### src/verilog/approx_mult_pkg.sv
package approx_mult_pkg;

    localparam int op_width   = 16;
    localparam int mant_width = 8;
    localparam int tag_width  = 4;

    // a 16-bit operand needs at most 15 shifts
    localparam int cnt_width  = 4;
    localparam int sum_width  = cnt_width + 1;
    localparam int prod_width = 2 * mant_width;
    localparam int res_width  = 2 * op_width;

    typedef struct packed {
        logic [op_width-1:0]  a;
        logic [op_width-1:0]  b;
        logic [tag_width-1:0] tag;
    } mult_req_t;

    typedef struct packed {
        logic [mant_width-1:0] mant_a;
        logic [mant_width-1:0] mant_b;
        logic [sum_width-1:0]  shift_sum;
        logic                  zero;
        logic [tag_width-1:0]  tag;
    } norm_word_t;

    typedef struct packed {
        logic [prod_width-1:0] product;
        logic [sum_width-1:0]  shift_sum;
        logic                  zero;
        logic [tag_width-1:0]  tag;
    } prod_word_t;

    typedef struct packed {
        logic [res_width-1:0] result;
        logic [tag_width-1:0] tag;
    } mult_resp_t;

    typedef enum logic [1:0] {
        norm_idle,
        norm_shift,
        norm_hold
    } norm_state_e;

endpackage

### src/verilog/approx_mult_top.sv
`timescale 1ns/1ps

module approx_mult_top
    import approx_mult_pkg::*;
#(
    parameter int out_credits = 2
) (
    input  logic       clk,
    input  logic       reset,

    input  logic       req_valid,
    input  mult_req_t  req,
    output logic       req_credit,

    output logic       resp_valid,
    output mult_resp_t resp,
    input  logic       resp_credit
);

    logic       norm_valid;
    logic       norm_ready;
    norm_word_t norm_word;

    logic       prod_valid;
    logic       prod_ready;
    prod_word_t prod_word;

    // stage 1, variable latency
    leading_one_normalizer i_normalizer (
        .clk        (clk),
        .reset      (reset),
        .req_valid  (req_valid),
        .req        (req),
        .req_credit (req_credit),
        .norm_valid (norm_valid),
        .norm_word  (norm_word),
        .norm_ready (norm_ready)
    );

    mantissa_multiplier i_multiplier (
        .clk        (clk),
        .reset      (reset),
        .norm_valid (norm_valid),
        .norm_word  (norm_word),
        .norm_ready (norm_ready),
        .prod_valid (prod_valid),
        .prod_word  (prod_word),
        .prod_ready (prod_ready)
    );

    result_scaler #(
        .out_credits (out_credits)
    ) i_scaler (
        .clk         (clk),
        .reset       (reset),
        .prod_valid  (prod_valid),
        .prod_word   (prod_word),
        .prod_ready  (prod_ready),
        .resp_valid  (resp_valid),
        .resp        (resp),
        .resp_credit (resp_credit)
    );

endmodule

### src/verilog/leading_one_normalizer.sv
`timescale 1ns/1ps

module leading_one_normalizer
    import approx_mult_pkg::*;
(
    input  logic       clk,
    input  logic       reset,

    input  logic       req_valid,
    input  mult_req_t  req,
    output logic       req_credit,

    output logic       norm_valid,
    output norm_word_t norm_word,
    input  logic       norm_ready
);

    norm_state_e state;

    // index 0 holds operand a, index 1 operand b
    logic [1:0][op_width-1:0]  sh;
    logic [1:0][cnt_width-1:0] cnt;
    logic [1:0]                done;
    logic [tag_width-1:0]      tag_q;
    logic                      accept;

    // an operand stops once its msb is set, or right away when it is zero
    always_comb begin
        for (int i = 0; i < 2; i++) begin
            done[i] = sh[i][op_width-1] | ~|sh[i];
        end
    end

    assign norm_valid = (state == norm_hold);
    assign accept     = norm_valid & norm_ready;

    always_ff @(posedge clk) begin
        if (reset) begin
            state      <= norm_idle;
            req_credit <= 1'b0;
        end else begin
            // slot is free again once the multiplier takes the word
            req_credit <= accept;

            case (state)
                norm_idle: begin
                    if (req_valid) begin
                        state <= norm_shift;
                    end
                end
                norm_shift: begin
                    if (&done) begin
                        state <= norm_hold;
                    end
                end
                norm_hold: begin
                    if (norm_ready) begin
                        state <= norm_idle;
                    end
                end
                default: begin
                    state <= norm_idle;
                end
            endcase
        end
    end

    // shift registers and counters
    always_ff @(posedge clk) begin
        if (state == norm_idle && req_valid) begin
            sh[0] <= req.a;
            sh[1] <= req.b;
            cnt   <= '0;
            tag_q <= req.tag;
        end else if (state == norm_shift) begin
            for (int i = 0; i < 2; i++) begin
                if (!done[i]) begin
                    sh[i]  <= sh[i] << 1;
                    cnt[i] <= cnt[i] + 1'b1;
                end
            end
        end
    end

    // top bytes of the normalized operands
    assign norm_word.mant_a = sh[0][op_width-1 -: mant_width];
    assign norm_word.mant_b = sh[1][op_width-1 -: mant_width];

    assign norm_word.shift_sum = sum_width'(cnt[0]) + sum_width'(cnt[1]);

    // a zero operand never shifts, so the register still reads zero
    assign norm_word.zero = ~|sh[0] | ~|sh[1];
    assign norm_word.tag  = tag_q;

endmodule

### src/verilog/mantissa_multiplier.sv
`timescale 1ns/1ps

module mantissa_multiplier
    import approx_mult_pkg::*;
(
    input  logic       clk,
    input  logic       reset,

    input  logic       norm_valid,
    input  norm_word_t norm_word,
    output logic       norm_ready,

    output logic       prod_valid,
    output prod_word_t prod_word,
    input  logic       prod_ready
);

    logic accept;

    // empty, or emptied this cycle by the scaler
    assign norm_ready = ~prod_valid | prod_ready;
    assign accept     = norm_valid & norm_ready;

    always_ff @(posedge clk) begin
        if (reset) begin
            prod_valid <= 1'b0;
        end else if (accept) begin
            prod_valid <= 1'b1;
        end else if (prod_ready) begin
            prod_valid <= 1'b0;
        end
    end

    always_ff @(posedge clk) begin
        if (accept) begin
            // 8x8 product, widened by the 16-bit target
            prod_word.product   <= norm_word.mant_a * norm_word.mant_b;
            prod_word.shift_sum <= norm_word.shift_sum;
            prod_word.zero      <= norm_word.zero;
            prod_word.tag       <= norm_word.tag;
        end
    end

endmodule

### src/verilog/result_scaler.sv
`timescale 1ns/1ps

module result_scaler
    import approx_mult_pkg::*;
#(
    parameter int out_credits = 2
) (
    input  logic       clk,
    input  logic       reset,

    input  logic       prod_valid,
    input  prod_word_t prod_word,
    output logic       prod_ready,

    output logic       resp_valid,
    output mult_resp_t resp,
    input  logic       resp_credit
);

    localparam int credit_width = $clog2(out_credits + 1);

    logic [credit_width-1:0] credit_cnt;
    logic                    pending;
    logic                    load;
    logic [sum_width-1:0]    left_amt;
    logic [sum_width-1:0]    right_amt;
    logic [res_width-1:0]    scaled;

    // distance of the combined shift from the 16-bit mantissa weight
    assign left_amt  = sum_width'(op_width) - prod_word.shift_sum;
    assign right_amt = prod_word.shift_sum - sum_width'(op_width);

    always_comb begin
        if (prod_word.zero) begin
            scaled = '0;
        end else if (prod_word.shift_sum <= sum_width'(op_width)) begin
            scaled = res_width'(prod_word.product) << left_amt;
        end else begin
            // small operands, low product bits fall off
            scaled = res_width'(prod_word.product >> right_amt);
        end
    end

    // held response goes out only with a free sink slot
    assign resp_valid = pending & (credit_cnt != '0);
    assign prod_ready = ~pending | resp_valid;
    assign load       = prod_valid & prod_ready;

    always_ff @(posedge clk) begin
        if (reset) begin
            pending    <= 1'b0;
            credit_cnt <= credit_width'(out_credits);
        end else begin
            if (load) begin
                pending <= 1'b1;
            end else if (resp_valid) begin
                pending <= 1'b0;
            end

            case ({resp_valid, resp_credit})
                2'b10: begin
                    credit_cnt <= credit_cnt - 1'b1;
                end
                2'b01: begin
                    credit_cnt <= credit_cnt + 1'b1;
                end
                default: begin
                    credit_cnt <= credit_cnt;
                end
            endcase
        end
    end

    always_ff @(posedge clk) begin
        if (load) begin
            resp.result <= scaled;
            resp.tag    <= prod_word.tag;
        end
    end

endmodule
### config.mk
export PLATFORM = sky130hd
export DESIGN_NAME = approx_mult_top
export DESIGN_NICKNAME = d
export VERILOG_FILES = /design/src/verilog/approx_mult_pkg.sv /design/src/verilog/approx_mult_top.sv /design/src/verilog/leading_one_normalizer.sv /design/src/verilog/mantissa_multiplier.sv /design/src/verilog/result_scaler.sv
export SDC_FILE = /design/constraint.sdc
export NUM_CORES = 1
export LEC_CHECK = 0
export BUFFER_PORTS_ARGS = -buffer_cell sky130_fd_sc_hd__buf_2
export CORE_ASPECT_RATIO = 2
export CORE_MARGIN = 2
export CORE_UTILIZATION = 25
export CTS_CLUSTER_DIAMETER = 200
export CTS_CLUSTER_SIZE = 24
export DETAILED_ROUTE_END_ITERATION = 6
export PLACE_DENSITY = 0.46
export REMOVE_ABC_BUFFERS = 1
export SKIP_LAST_GASP = 1
export SYNTH_ARGS = -nofsm -noshare
export SYNTH_HDL_FRONTEND = slang
export SYNTH_SLANG_ARGS = --single-unit
### constraint.sdc
create_clock -name clk -period 8.55 [get_ports clk]
set_clock_uncertainty 0.05 [all_clocks]
set_input_delay 0.855 -clock clk [delete_from_list [all_inputs] [get_ports clk]]
set_output_delay 0.855 -clock clk [all_outputs]
set_load 0.02 [all_outputs]
# [Word-level counts from Yosys, hierarchy flattened]
# Index checks and enable logic that the tools add are counted.
[classes] mux=14 n_addsub=7 n_shift=2 n_bitwise=12 multipliers=1 n_div=0 magnitude_cmp=1 eq_ne=9 reduce_logical=17
[ops] op="two-way mux 32 bit" count=3
[ops] op="two-way mux 16 bit" count=2
[ops] op="OR reduction 16 bit" count=2
[ops] op="left shift 16 x 5 -> 32 bit" count=1
[ops] op=">> shifter 16 x 5 -> 32 bit" count=1
[ops] op="multiplier 8 x 8 -> 16 bit" count=1
[ops] op="AND reduction 2 bit" count=5
[ops] op="nonzero test 2 bit" count=5
[ops] op="adder 4 x 1 -> 4 bit (second input constant)" count=2
[ops] op="!= test 2 bit (second input constant)" count=4
[ops] op="two-way mux 2 bit" count=3
[ops] op="one-hot mux 2 bit (3 select lines)" count=1
[ops] op="adder 4 x 4 -> 5 bit" count=1
[ops] op="<= comparator 5 bit (second input constant)" count=1
[ops] op="OR 1 bit" count=5
[ops] op="subtractor 5 bit (first input constant)" count=1
[ops] op="subtractor 5 bit (second input constant)" count=1
[ops] op="equality test 2 x 1 -> 1 bit (second input constant)" count=2
[ops] op="equality test 2 bit (second input constant)" count=2
[ops] op="two-way mux 1 bit" count=4
[ops] op="NOT 1 bit" count=4
[ops] op="one-hot mux 2 bit (2 select lines)" count=1
[ops] op="AND 1 bit" count=3
[ops] op="AND reduction 3 bit" count=1
[ops] op="6 further kinds" count=7
[word_totals] word_cells=79 ramBits=0 input_bits=40 n_memories=0 reg_bits=113 latch_bits=0 out_inout_bits=38 rom_bits=0

# [Depth between registers and ports, before layout]
[logic_depth] ltp_word=6 ltp_mapped=17 mapped_depth_nobuf=16

# [By module]
# Synthesis repeated with hierarchy kept, for this count alone.
[unflattened] hier_cells=815 hier_area_um2=8719.6
[by_module_without_submodules] module="result_scaler" instances=1 area_per_inst_um2=3400.8 seq_area_each_um2=1141.1 cells_per_inst=304
[by_module_without_submodules] module="mantissa_multiplier" instances=1 area_per_inst_um2=2936.6 seq_area_each_um2=800.8 cells_per_inst=274
[by_module_without_submodules] module="leading_one_normalizer" instances=1 area_per_inst_um2=2382.3 seq_area_each_um2=1301.2 cells_per_inst=237

# [Worst setup path before layout]
# Ideal clock, no wire load.
[synth_path] path_type="reg2reg" startpoint="register i_normalizer.sh (netlist bit i_normalizer.norm_word[17])" endpoint="register i_multiplier.prod_word[23] (netlist name)" setup_time_ns=0.258 t_arrival_ns=4.155 path_buffers=1 setup_slack_ns=4.087 path_stages_with_launch=15 t_required_ns=8.242 synth_period_minus_slack_ns=4.463 cell_sequence="edfxtp_1 clkbuf_1 nand2_1 fa_1 fa_1 fa_1 fa_1 inv_1 ha_1 a21o_1 a21oi_1 a21boi_0 a311o_1 a21oi_1 xnor2_1"
[synth_via] elab_chain_cells=1
[synth_lines] element="start, declared" line_no="leading_one_normalizer.sv:21" source="logic [1:0][op_width-1:0] sh;"
[synth_lines] element="start signal, assigned by index" line_no="leading_one_normalizer.sv:78" source="sh[i] <= sh[i] << 1;"
[synth_lines] element="multiplier 8 x 8 -> 16 bit" line_no="mantissa_multiplier.sv:37" source="prod_word.product <= norm_word.mant_a * norm_word.mant_b;"
# Every way passes these cells.
# A chain may end at the register's enable or synchronous reset.

# [Final worst setup path]
[layout_path] startpoint="register i_normalizer.sh (netlist bit i_normalizer.norm_word[21])" endpoint="register i_multiplier.prod_word[23] (netlist name)"
[layout_via] elab_chain_cells=1
[layout_lines] element="multiplier 8 x 8 -> 16 bit" line_no="mantissa_multiplier.sv:37"
# Every way passes these cells.

==> reports/summary.txt <==
Initial Util -> 25.3%
Layout cell share with drive strength beyond 1 -> 21.4%
1st-iter DRT viols -> 223
Clock latency at the later pin of the worst-skew pair -> 0.44 ns
Initial antenna violation count -> 0
Die Height -> 259 µm
DIE WIDTH -> 132 µm
Ys flop type -> edfxtp_1
Final hold viol count -> 0
DRC Markers -> 0
Clock buffer count from CTS -> 17
Worst slew margin -> 22.3%
RSZ-0062 raised after global routing -> no
Routed Antenna Nets -> 0
Commonest non-fill, non-tap cell in the layout -> edfxtp_1
Layout area overhead -> 17.0%
Die area -> 0.0341 mm²
Synthesized instance count -> 759
Max Fanout on Critical Path -> 10
Async SR Flop Fraction -> 0%
Final global-route overflow total -> 0
Via-per-instance ratio -> 4.59
Resized cells post-CTS -> 0
Slew @ Worst Pin -> 1.16 ns
Final period util -> 56.2%
Worst Hold Class -> reg -> reg
Clock Path Buffers -> 2
CP arrival -> 4.94 ns
Slowest CP cell -> fa_1
Core Area -> 0.0321 mm²
Row Count -> 93
Peak supply drop -> 165 µV
Nets -> 946
Hold WS -> 0.367 ns
Endpoints failing setup -> 0
GRT Util Overall -> 12.5%
Detailed Routing Iterations Pass 1 -> 5
YS warnings -> 0
Antenna Cells -> 0
Power per Cell Area -> 352 mW/mm²
Count of different cell masters after synthesis -> 63
Tmin final -> 4.80 ns
WL/cell -> 16.2 µm
H-Tree Level Count -> 4
Fillers -> 3413
Family with the most delay on the worst path -> adder cells
Most used cell, CP -> fa_1
Post-route cell area -> 0.00952 mm²
First-pass GRT wire length -> 32.8 mm
Leak -> 0.00383 µW
Critical Path End Type -> flop
Slew Viols, Final -> 0
Post-synth design cell area -> 0.00814 mm²
CTS tree -> done
Worst Path Buf+Inv -> 2
Crit path kind -> reg -> reg
MaxCap Viol Count -> 0
Sequential area share after synthesis -> 39.9%
Vias -> 5808
# hold bufs at CTS -> 0
Routed WL -> 20.5 mm
Avg Inst Size Synth -> 10.7 µm²
Register area -> 0.00324 mm²
Setup TNS -> 0 ns
Clock-pin slew on the worst setup and hold paths -> 0.06 ns
Finished Layout Cells -> 1264
CP Cell Sequence -> and2_1 > fa_1 > inv_1 > fa_1 > fa_1 > fa_1 > inv_1 > ha_1 > a21o_1 > a21oi_1 > a21boi_0 > a311o_1 > a21oi_1 > xnor2_1
Vias in the first global route -> 6091
Startpoint types -> flop
GP Congestion -> 0.915
Clk root buf -> clkbuf_16
Clock Sinks -> 113
Area of the multi-input gates -> 0.00450 mm²
Status -> finished clean
Placed Cells -> 1232
Port bufs -> 77
Area after DPL -> 0.00894 mm²
Yosys reg bits -> 113
Critical path required time -> 8.69 ns
Most frequent cells in the layout -> 98 x edfxtp_1, 77 x buf_2, 71 x nand2_1, 62 x inv_1, 53 x and2_1
Max incr delay on CP -> 0.54 ns
EDFF count, synth -> 98
Post-CTS setup buffer count -> 0
Io pins -> 78
Post-DP HPWL -> 16.3 mm
Achievable frequency -> 208 MHz
Largest net degree at the start of global routing -> 47
[worst register-to-register path, delay by kind of cell, from the launching register on]
family,cells,cell delay [ns]
buf+inv,2,0.09
xor+xnor,1,0.09
compound gates,5,1.14
flops,1,0.53
fa+ha+maj,5,2.41
simple gates,1,0.25
[stage by stage]
| stage | worst slack, ns | power [µW] | util, % |
|---|---|---|---|
| 6_report | 3.75 | 3350 | 29.6 |
| 5_1_grt | 3.47 | 3670 | 29.6 |
| 4_1_cts | 3.77 | 3400 | 29.6 |
| 3_5_place_dp | 3.77 | 2670 | 27.8 |
| 3_3_place_gp | 3.84 | 2660 | 27.8 |
| 2_1_floorplan | 4.09 | 2260 | - |
[sequential cells by signal, summed over array words and instances (netlist names)]
signal / count
i_scaler.pending: 1
i_normalizer.state: 2
i_multiplier.prod_valid: 1
i_normalizer.cnt: 8
i_scaler.resp: 36
i_normalizer.req_credit: 1
i_normalizer.norm_word: 16
i_normalizer.sh: 16
i_scaler.credit_cnt: 2
i_multiplier.prod_word: 26
i_normalizer.tag_q: 4
[where the power goes]
group / switching [µW] / internal [µW] / total, µW
sequential: 92.2 / 785 / 877
combinational: 1010 / 771 / 1780
clock: 263 / 434 / 697
total: 1360 / 1990 / 3350
[logic make-up after synthesis]
group	after synthesis	synth area share [%]
simple gates	235	14.7
compound gates	121	9.74
flops	113	39.9
buf+inv	100	5.03
mux	84	11.9
fa+ha+maj	82	16.0
xor+xnor	24	2.77
[cell type report]
type	count	share of cell area [%]
Multi-Input combinational cell	546	47.2
Sequential cell	113	34.1
Tap cell	427	5.61
Clock buffer	19	4.65
Timing Repair Buffer	83	4.52
Inverter	63	2.48
Clock inverter	13	1.46
[final timing paths]
kind                                                    to  cells past startpoint                        from  slack [ns]
worst max-delay path            i_multiplier.prod_word[23]                     14  i_normalizer.norm_word[21]        3.75
worst min-delay path             i_multiplier.prod_word[2]                      0       i_normalizer.tag_q[2]        0.37
worst max register to register  i_multiplier.prod_word[23]                     14  i_normalizer.norm_word[21]        3.75
worst min register to register   i_multiplier.prod_word[2]                      0       i_normalizer.tag_q[2]        0.37
[per-layer routing]
layer | GRT usage, % | vias to the layer above | part of all wire, %
li1 | - | 2835 | -
met1 | 11.7 | 2755 | 35
met4 | 9.39 | 0 | 6.6
met2 | 23.6 | 152 | 55
met5 | 0 | - | 0
met3 | 2.52 | 66 | 3.3
[cell usage after synthesis, drive strengths merged (2+ instances only)]
| cell | instances | area share, % |
|---|---|---|
| edfxtp | 98 | 36 |
| nand2 | 71 | 3.3 |
| inv | 62 | 2.9 |
| and2 | 53 | 4.1 |
| nor2 | 52 | 2.4 |
| ha | 45 | 6.9 |
| mux2 | 43 | 6.0 |
| fa | 37 | 9.1 |
| mux2i | 35 | 4.3 |
| o21ai | 33 | 2.0 |
| a21oi | 25 | 1.5 |
| clkbuf | 20 | 0.92 |
| buf | 17 | 1.2 |
| dfxtp | 15 | 3.7 |
| xnor2 | 13 | 1.5 |
| xor2 | 11 | 1.3 |
| nand3 | 10 | 0.62 |
| nor4 | 10 | 0.77 |
| nand4 | 8 | 0.62 |
| nor3 | 7 | 0.57 |
| o221ai | 7 | 0.75 |
| mux4 | 6 | 1.7 |
| a22oi | 5 | 0.46 |
| a31o | 5 | 0.54 |
| a31oi | 5 | 0.38 |
| nor2b | 5 | 0.38 |
| a211oi | 4 | 0.37 |
| a21o | 4 | 0.37 |
| nand2b | 4 | 0.31 |
| o211ai | 4 | 0.37 |
| o21a | 4 | 0.37 |
| o22a | 4 | 0.43 |
| o22ai | 4 | 0.31 |
| and3 | 3 | 0.23 |
| nor3b | 3 | 0.34 |
| o2111ai | 3 | 0.32 |
| a21boi | 2 | 0.18 |
| nand3b | 2 | 0.18 |
| nor4b | 2 | 0.48 |
| o21bai | 2 | 0.18 |
| or2 | 2 | 0.15 |
| or3 | 2 | 0.15 |
Power figures use the tool's default switching activity.
